### src/gat_fixed_pkg.sv
package gat_fixed_pkg;

  // element and vector sizes
  localparam int DATA_WIDTH = 8;
  localparam int NUM_FEAT   = 8;

  // a full product, then the sum of eight of them with headroom
  localparam int PROD_WIDTH = 16;
  localparam int ACC_WIDTH  = 20;

  // multiply stage plus three adder levels
  localparam int DOT_LATENCY = 4;

  // one signed element of Wh or of the attention vector
  typedef logic signed [DATA_WIDTH-1:0] data_t;

  // one Wh row or one attention half
  typedef data_t [NUM_FEAT-1:0] feat_vec_t;

  // element product
  typedef logic signed [PROD_WIDTH-1:0] prod_t;

  // dot product score
  typedef logic signed [ACC_WIDTH-1:0] acc_t;

  // result of one score lane
  typedef struct packed {
    logic valid;
    acc_t score;
  } lane_res_t;

endpackage

### src/gat_wh_pkg.sv
package gat_wh_pkg;

  import gat_fixed_pkg::*;

  // node count travels with each row
  localparam int NODE_CNT_WIDTH = 5;

  // one projected node word as it arrives
  typedef struct packed {
    feat_vec_t                 features;
    logic [NODE_CNT_WIDTH-1:0] node_cnt;
    logic                      src_flag;
  } wh_word_t;

  // learned attention vector, source half first
  typedef struct packed {
    feat_vec_t a_src;
    feat_vec_t a_nbr;
  } attn_vec_t;

endpackage

### src/dmvm_ingress.sv
`timescale 1ns/100ps

module dmvm_ingress import gat_fixed_pkg::*, gat_wh_pkg::*; #(
  parameter int FIFO_DEPTH = 8
) (
  input  logic                             clk,
  input  logic                             rst_n,
  input  logic                             a_valid_i,
  input  attn_vec_t                        attn_i,
  input  logic                             wh_valid_i,
  input  wh_word_t                         wh_i,
  input  logic [$clog2(FIFO_DEPTH+1)-1:0]  fifo_level_i,
  output logic                             dmvm_ready_o,
  output logic                             src_go_o,
  output logic                             nbr_go_o,
  output feat_vec_t                        feat_o,
  output feat_vec_t                        a_src_o,
  output feat_vec_t                        a_nbr_o,
  output logic                             src_flag_o
);

  // ingress register, the dot pipeline and the combiner register
  localparam int STAGES = DOT_LATENCY + 2;
  localparam int CNT_W  = $clog2(STAGES + 1);
  localparam int SUM_W  = $clog2(FIFO_DEPTH + STAGES + 2);

  logic              accept;
  logic              ready_q;
  logic [STAGES-1:0] flight_q;
  logic [CNT_W-1:0]  flight_cnt_q;
  logic [SUM_W-1:0]  occupancy;

  assign accept       = wh_valid_i && ready_q;
  assign dmvm_ready_o = ready_q;

  // upper bound on what the FIFO has to hold one cycle from now
  assign occupancy = SUM_W'(fifo_level_i) + SUM_W'(flight_cnt_q) + SUM_W'(accept);

  always_ff @(posedge clk or negedge rst_n) begin
    if (!rst_n) begin
      ready_q      <= 1'b0;
      flight_q     <= '0;
      flight_cnt_q <= '0;
      src_go_o     <= 1'b0;
      nbr_go_o     <= 1'b0;
    end else begin
      ready_q  <= occupancy < SUM_W'(FIFO_DEPTH);
      flight_q <= {flight_q[STAGES-2:0], accept};
      // a word leaves the count in the cycle it lands in the FIFO
      case ({accept, flight_q[STAGES-1]})
        2'b10:   flight_cnt_q <= flight_cnt_q + 1'b1;
        2'b01:   flight_cnt_q <= flight_cnt_q - 1'b1;
        default: flight_cnt_q <= flight_cnt_q;
      endcase
      src_go_o <= accept && wh_i.src_flag;
      nbr_go_o <= accept;
    end
  end

  // attention halves stay until the next load
  always_ff @(posedge clk) begin
    if (a_valid_i) begin
      a_src_o <= attn_i.a_src;
      a_nbr_o <= attn_i.a_nbr;
    end
  end

  always_ff @(posedge clk) begin
    if (accept) begin
      feat_o     <= wh_i.features;
      src_flag_o <= wh_i.src_flag;
    end
  end

  // sender must hold off while ready is low
  assert property (@(posedge clk) disable iff (!rst_n)
    wh_valid_i |-> dmvm_ready_o)
    else $error("wh_valid_i raised while dmvm_ready_o is low");

endmodule

### src/attn_dot.sv
`timescale 1ns/100ps

module attn_dot import gat_fixed_pkg::*; (
  input  logic      clk,
  input  logic      rst_n,
  input  logic      go_i,
  input  feat_vec_t a_i,
  input  feat_vec_t feat_i,
  input  logic      flag_i,
  output lane_res_t res_o,
  output logic      flag_o
);

  prod_t                  prod_q [NUM_FEAT];
  acc_t                   lvl1_q [NUM_FEAT/2];
  acc_t                   lvl2_q [NUM_FEAT/4];
  acc_t                   sum_q;
  logic [DOT_LATENCY-1:0] valid_q;
  logic [DOT_LATENCY-1:0] flag_q;

  // valid bit walks alongside the data
  always_ff @(posedge clk or negedge rst_n) begin
    if (!rst_n) begin
      valid_q <= '0;
    end else begin
      valid_q <= {valid_q[DOT_LATENCY-2:0], go_i};
    end
  end

  always_ff @(posedge clk) begin
    flag_q <= {flag_q[DOT_LATENCY-2:0], flag_i};
  end

  // stage 1 signed products
  always_ff @(posedge clk) begin
    for (int k = 0; k < NUM_FEAT; k++) begin
      prod_q[k] <= $signed(a_i[k]) * $signed(feat_i[k]);
    end
  end

  // stages 2 to 4 pairwise adder tree
  always_ff @(posedge clk) begin
    for (int k = 0; k < NUM_FEAT/2; k++) begin
      lvl1_q[k] <= acc_t'(prod_q[2*k]) + acc_t'(prod_q[2*k+1]);
    end
  end

  always_ff @(posedge clk) begin
    for (int k = 0; k < NUM_FEAT/4; k++) begin
      lvl2_q[k] <= lvl1_q[2*k] + lvl1_q[2*k+1];
    end
  end

  always_ff @(posedge clk) begin
    sum_q <= lvl2_q[0] + lvl2_q[1];
  end

  assign res_o  = '{valid: valid_q[DOT_LATENCY-1], score: sum_q};
  assign flag_o = flag_q[DOT_LATENCY-1];

endmodule

### src/coef_combine.sv
`timescale 1ns/100ps

module coef_combine import gat_fixed_pkg::*; #(
  parameter int FRAC_BITS = 4
) (
  input  logic      clk,
  input  logic      rst_n,
  input  lane_res_t src_res_i,
  input  lane_res_t nbr_res_i,
  input  logic      src_flag_i,
  output logic      push_o,
  output data_t     coef_o
);

  localparam int COEF_MAX = 2**(DATA_WIDTH-1) - 1;

  acc_t                    src_score_q;
  logic                    src_hit;
  logic signed [ACC_WIDTH:0] sum;
  logic signed [ACC_WIDTH:0] scaled;
  data_t                   coef_d;

  // neighbor lane fires on every word, so it paces the combiner
  assign src_hit = nbr_res_i.valid && src_flag_i;

  always_comb begin
    if (src_flag_i) begin
      // self loop
      sum = (ACC_WIDTH+1)'(src_res_i.score) + (ACC_WIDTH+1)'(nbr_res_i.score);
    end else begin
      sum = (ACC_WIDTH+1)'(src_score_q) + (ACC_WIDTH+1)'(nbr_res_i.score);
    end
    scaled = sum >>> FRAC_BITS;
    // clamp into the non-negative half of data_t
    if (scaled < 0) begin
      coef_d = '0;
    end else if (scaled > COEF_MAX) begin
      coef_d = data_t'(COEF_MAX);
    end else begin
      coef_d = data_t'(scaled);
    end
  end

  always_ff @(posedge clk or negedge rst_n) begin
    if (!rst_n) begin
      push_o      <= 1'b0;
      src_score_q <= '0;
    end else begin
      push_o <= nbr_res_i.valid;
      if (src_hit) begin
        src_score_q <= src_res_i.score;
      end
    end
  end

  always_ff @(posedge clk) begin
    coef_o <= coef_d;
  end

  // both lanes must line up, a source word drives both
  assert property (@(posedge clk) disable iff (!rst_n)
    src_res_i.valid |-> nbr_res_i.valid)
    else $error("source lane result without neighbor lane result");

  assert property (@(posedge clk) disable iff (!rst_n)
    src_hit |-> src_res_i.valid)
    else $error("flagged word arrived without a source lane result");

endmodule

### src/coef_fifo.sv
`timescale 1ns/100ps

module coef_fifo import gat_fixed_pkg::*; #(
  parameter int FIFO_DEPTH = 8
) (
  input  logic                            clk,
  input  logic                            rst_n,
  input  logic                            push_i,
  input  data_t                           din_i,
  input  logic                            pop_i,
  output data_t                           dout_o,
  output logic                            valid_o,
  output logic [$clog2(FIFO_DEPTH+1)-1:0] level_o
);

  localparam int ADDR_W = (FIFO_DEPTH > 1) ? $clog2(FIFO_DEPTH) : 1;
  localparam int LVL_W  = $clog2(FIFO_DEPTH + 1);

  data_t             mem [FIFO_DEPTH];
  logic [ADDR_W-1:0] wr_ptr_q;
  logic [ADDR_W-1:0] rd_ptr_q;
  logic [LVL_W-1:0]  level_q;
  logic              do_pop;

  // pop on an empty queue is ignored
  assign do_pop  = pop_i && valid_o;
  assign valid_o = level_q != '0;
  assign dout_o  = mem[rd_ptr_q];
  assign level_o = level_q;

  // wrap explicitly so any depth works
  function automatic logic [ADDR_W-1:0] ptr_inc(input logic [ADDR_W-1:0] ptr);
    if (ptr == ADDR_W'(FIFO_DEPTH - 1)) begin
      return '0;
    end
    return ptr + 1'b1;
  endfunction

  always_ff @(posedge clk or negedge rst_n) begin
    if (!rst_n) begin
      wr_ptr_q <= '0;
      rd_ptr_q <= '0;
      level_q  <= '0;
    end else begin
      if (push_i) begin
        wr_ptr_q <= ptr_inc(wr_ptr_q);
      end
      if (do_pop) begin
        rd_ptr_q <= ptr_inc(rd_ptr_q);
      end
      case ({push_i, do_pop})
        2'b10:   level_q <= level_q + 1'b1;
        2'b01:   level_q <= level_q - 1'b1;
        default: level_q <= level_q;
      endcase
    end
  end

  always_ff @(posedge clk) begin
    if (push_i) begin
      mem[wr_ptr_q] <= din_i;
    end
  end

  // ingress credit count has to keep this from happening
  assert property (@(posedge clk) disable iff (!rst_n)
    push_i |-> level_q < LVL_W'(FIFO_DEPTH))
    else $error("coefficient pushed into a full FIFO");

endmodule

### src/dmvm_top.sv
`timescale 1ns/100ps

module dmvm_top import gat_fixed_pkg::*, gat_wh_pkg::*; #(
  parameter int FIFO_DEPTH = 8,
  parameter int FRAC_BITS  = 4
) (
  input  logic      clk,
  input  logic      rst_n,
  input  logic      a_valid_i,
  input  attn_vec_t attn_i,
  input  logic      wh_valid_i,
  input  wh_word_t  wh_i,
  output logic      dmvm_ready_o,
  output logic      coef_valid_o,
  output data_t     coef_o,
  input  logic      coef_pop_i
);

  localparam int LVL_W = $clog2(FIFO_DEPTH + 1);

  logic             src_go;
  logic             nbr_go;
  feat_vec_t        feat;
  feat_vec_t        a_src;
  feat_vec_t        a_nbr;
  logic             src_flag;
  lane_res_t        src_res;
  lane_res_t        nbr_res;
  logic             nbr_flag;
  logic             coef_push;
  data_t            coef_din;
  logic [LVL_W-1:0] fifo_level;

  dmvm_ingress #(
    .FIFO_DEPTH(FIFO_DEPTH)
  ) ingress0 (
    .clk         (clk),
    .rst_n       (rst_n),
    .a_valid_i   (a_valid_i),
    .attn_i      (attn_i),
    .wh_valid_i  (wh_valid_i),
    .wh_i        (wh_i),
    .fifo_level_i(fifo_level),
    .dmvm_ready_o(dmvm_ready_o),
    .src_go_o    (src_go),
    .nbr_go_o    (nbr_go),
    .feat_o      (feat),
    .a_src_o     (a_src),
    .a_nbr_o     (a_nbr),
    .src_flag_o  (src_flag)
  );

  // source lane only runs on source words
  attn_dot src_dot (
    .clk   (clk),
    .rst_n (rst_n),
    .go_i  (src_go),
    .a_i   (a_src),
    .feat_i(feat),
    .flag_i(1'b0),
    .res_o (src_res),
    .flag_o()
  );

  // neighbor lane runs on every word and carries the source flag
  attn_dot nbr_dot (
    .clk   (clk),
    .rst_n (rst_n),
    .go_i  (nbr_go),
    .a_i   (a_nbr),
    .feat_i(feat),
    .flag_i(src_flag),
    .res_o (nbr_res),
    .flag_o(nbr_flag)
  );

  coef_combine #(
    .FRAC_BITS(FRAC_BITS)
  ) combine0 (
    .clk       (clk),
    .rst_n     (rst_n),
    .src_res_i (src_res),
    .nbr_res_i (nbr_res),
    .src_flag_i(nbr_flag),
    .push_o    (coef_push),
    .coef_o    (coef_din)
  );

  coef_fifo #(
    .FIFO_DEPTH(FIFO_DEPTH)
  ) fifo0 (
    .clk    (clk),
    .rst_n  (rst_n),
    .push_i (coef_push),
    .din_i  (coef_din),
    .pop_i  (coef_pop_i),
    .dout_o (coef_o),
    .valid_o(coef_valid_o),
    .level_o(fifo_level)
  );

endmodule

### config.mk
export PLATFORM = sky130hd
export DESIGN_NAME = dmvm_top
export DESIGN_NICKNAME = d
export VERILOG_FILES = /design/src/gat_fixed_pkg.sv /design/src/gat_wh_pkg.sv /design/src/dmvm_ingress.sv /design/src/attn_dot.sv /design/src/coef_combine.sv /design/src/coef_fifo.sv /design/src/dmvm_top.sv
export SDC_FILE = /design/constraint.sdc
export NUM_CORES = 2
export LEC_CHECK = 0
export ABC_CLOCK_PERIOD_IN_PS = 6600
export BUFFER_PORTS_ARGS = -buffer_cell sky130_fd_sc_hd__buf_2
export CAP_MARGIN = 20
export CORE_MARGIN = 2
export CORE_UTILIZATION = 45
export CTS_BUF_LIST = sky130_fd_sc_hd__clkbuf_8
export DETAILED_ROUTE_END_ITERATION = 8
export GPL_TIMING_DRIVEN = 0
export HOLD_SLACK_MARGIN = 0.03
export MAX_ROUTING_LAYER = met4
export PLACE_DENSITY = 0.73
export SYNTH_ARGS = -nofsm -noshare
export SYNTH_HDL_FRONTEND = slang
export SYNTH_SLANG_ARGS = --single-unit
export TNS_END_PERCENT = 30
### constraint.sdc
create_clock -name clk -period 6.6 [get_ports clk]
set_input_delay 1.32 -clock clk [delete_from_list [all_inputs] [get_ports clk]]
set_output_delay 1.32 -clock clk [all_outputs]
set_load 0.03 [all_outputs]
==> impl_metrics.json <==
{
  "finalSetupTns_ns": 0,
  "htreeDepth": 4,
  "worst_pin_slew_ns": 0.789,
  "fin_crit_sh_pct": 85.1,
  "place_hpwl_um": 125000,
  "synth_top_family_by_area": "adder cells",
  "design_area_um2": 77800,
  "antenna_left": 0,
  "fin_nets": 9136,
  "reg2reg_depth": 19,
  "muxShareOfSynthArea_pct": 1.64,
  "placed_cell_area_um2": 74400,
  "synth_area_per_cell_um2": 10.2,
  "finalWorstSetupSlack_ns": 0.982,
  "synth_seq_cells": 821,
  "area_growth_pct": 9.94,
  "synthSimpleGateAreaFrac_pct": 13.2,
  "multi_input_area_um2": 45800,
  "overflow": 0,
  "clockBufferDepth": 3,
  "synth_compound_area_share_pct": 6.57,
  "core_um2": 156000,
  "post_cts_resized": 0,
  "synth_area_leaders": "fa_1 25%, dfxtp_1 15%, ha_1 13%, edfxtp_1 11%, inv_1 7.6%",
  "cts_made_buffers": 147,
  "vias_per_cell": 4.97,
  "whs_ns": 0.288,
  "num_io_pins": 213,
  "n_fill_cell": 13962,
  "arrival_ns": 6.35,
  "synth-warning-count": 0,
  "synthXorXnorAreaFrac_pct": 5.15,
  "wire_per_inst_um": 16.3,
  "synth_cell_type_count": 72,
  "cp_num_cells": 19,
  "cp.required_ns": 7.33,
  "max_freq_ghz": 0.178,
  "critical_path_buf_inv_count": 5,
  "holdCritPathClass": "primary input to async pin",
  "grt_start_max_net_pins": 77,
  "end_kind": "flip-flop",
  "clk_pin_slew_ns": 0.07,
  "drc": 0,
  "yosys.area.top_type": "fa_1",
  "rsz0062_at_grt": "no",
  "status": "finished, final reports clean",
  "clock_latency_ns": 0.89,
  "cts_tree": "done",
  "drt-total-wl_um": 155000,
  "crit_type": "flip-flop to flip-flop",
  "dr.pass1.iters": 6,
  "synth_fa_ha_area_share_pct": 38.2,
  "portBuffers": 207,
  "finClkSkew_ns": 0.0548,
  "synth-async-reset-ratio_pct": 4.87,
  "die_area_um2": 160000,
  "crit_chain": "clkbuf_1 > and2_1 > fa_1 > inv_1 > fa_1 > inv_1 > fa_1 > inv_1 > fa_1 > inv_1 > ha_1 > o21ai_0 > a21boi_0 > o21ai_0 > a21boi_0 > o21ai_0 > a21boi_0 > nor4_1 > a311o_1",
  "synth_top_cell_area_share_pct": 25.4,
  "drv_cap": 0,
  "synth_edf_count": 257,
  "postSynthCellCount": 6948,
  "hold_viol_final": 0,
  "initial_core_util_pct": 45.3,
  "cts_root_buf": "clkbuf_8",
  "setup_viol": 0,
  "seqCellArea_um2": 19200,
  "grt_pass1_wl_um": 259000,
  "ys.flop_type": "dfxtp_1",
  "period_needed_ns": 5.62,
  "cts_hold_buf": 0,
  "cp_top_family": "adder cells",
  "cts_sinks": 821,
  "via_count": 47200,
  "gp_congestion": 0.913,
  "synth.cell_area_um2": 70700,
  "syn-num-nets": 8775,
  "die_h_um": 400,
  "critPathMaxFanout": 10,
  "r2r_slack_ns": 0.98,
  "slowest_stage": "edfxtp_1",
  "die_width_um": 400,
  "cts_setup_buffers": 0,
  "slew_headroom_pct": 47.2,
  "place_ws_ns": 1.11,
  "drt_iter0_markers": 2541,
  "slew_viol_final": 0,
  "max_stage_delay_ns": 0.55,
  "drive_gt1_share_pct": 7.54,
  "antenna_found_initial": 7,
  "critPathLaunchType": "flip-flop",
  "grt_use_total_pct": 20.6,
  "rows": 145,
  "grt_pass1_vias": 50557,
  "yosysSeqAreaShare_pct": 27.2
}
==> cells in the mapped netlist (10+ instances only) <==
cell,count
o21ai_1,10
nor2_1,275
mux4_2,16
or3_1,21
a21boi_0,51
inv_1,1435
clkbuf_1,71
dfrtp_1,40
or2_2,12
and2_1,660
a2111oi_0,12
o41a_1,12
a21oi_1,190
nor2b_1,133
and3_1,27
o2111ai_1,15
xor2_1,55
a21o_1,67
ha_1,728
dfxtp_1,524
nand2b_1,54
o21bai_1,27
o21ai_0,132
nand3_1,83
fa_1,896
a211oi_1,18
a31oi_1,14
xnor2_1,361
mux2_2,63
nor3_1,96
edfxtp_1,257
o21a_1,41
nand2_1,405
==> area by class of cell <==
cell class              count  share of cell area [%]
flip-flops and latches    821                    24.7
well taps                2058                    3.31
diodes                      5                  0.0161
plain buffers              76                   0.368
repair buffers            212                    1.46
clock buffers             180                    3.19
multi-input cells        4616                    59.0
inverters                1435                    6.93
clock inverters            87                    1.07
==> sequential cells by signal, summed over array words and instances, names as in the netlist, 2 cells and up <==
name                   flops
ingress0.a_src_o          64
nbr_dot.valid_q            3
combine0.coef_o            8
combine0.src_score_q      20
ingress0.flight_cnt_q      3
ingress0.feat_o           64
nbr_dot.sum_q             20
nbr_dot.prod_q           128
nbr_dot.flag_q             4
src_dot.sum_q             20
fifo0.rd_ptr_q             3
fifo0.level_o              4
src_dot.prod_q           128
ingress0.flight_q          2
nbr_dot.lvl1_q            68
nbr_dot.lvl2_q            40
fifo0.mem                 64
src_dot.lvl1_q            68
src_dot.lvl2_q            40
fifo0.wr_ptr_q             3
ingress0.a_nbr_o          64
==> cell families after synthesis <==
| kind of cell | after synthesis |
|---|---|
| buffers and inverters | 1511 |
| XOR/XNOR | 416 |
| flip-flops | 821 |
| other | 1 |
| AND/OR/NAND/NOR | 1796 |
| adder cells (fa/ha/maj) | 1624 |
| multiplexers | 88 |
| AO/OA/AOI/OAI | 691 |
==> placed cells by master, fill, tap and decap left out, types with 83 or more instances in the layout <==
cell / n
xnor2_1: 361
and2_1: 660
a21oi_1: 190
edfxtp_1: 257
o21ai_0: 132
nor3_1: 96
inv_1: 1464
nor2b_1: 133
clkbuf_8: 180
fa_1: 896
buf_2: 207
ha_1: 728
nand3_1: 83
nor2_1: 275
nand2_1: 405
dfxtp_1: 524
==> stage by stage <==
stage | std cells | utilization, %
global placement | 9213 | 47.6
floorplan | 6948 | -
detailed placement | 9217 | 47.6
finish | 9490 | 49.8
CTS | 9484 | 49.8
global route | 9490 | 49.8
==> worst paths after layout <==
check                                    start                        to
setup / recovery           ingress0.feat_o[10]     src_dot.prod_q[0][30]
hold / removal                           rst_n         fifo0.rd_ptr_q[0]
setup reg to reg           ingress0.feat_o[10]     src_dot.prod_q[0][30]
hold reg to reg              nbr_dot.flag_q[0]         nbr_dot.flag_q[1]
max in group asynchronous                rst_n  combine0.src_score_q[10]
min in group clk             nbr_dot.flag_q[0]         nbr_dot.flag_q[1]
==> per-layer routing <==
layer,up-vias,track usage (%),wire length (µm)
li1,22642,-,-
met1,23191,26.7,69400
met5,-,-,0
met3,274,3.03,7680
met4,0,6.88,4840
met2,1093,33.0,72600
Power is left out: the tool's default activity adds up to more than one toggle a clock period on the data nets, which glitch-free logic cannot reach.
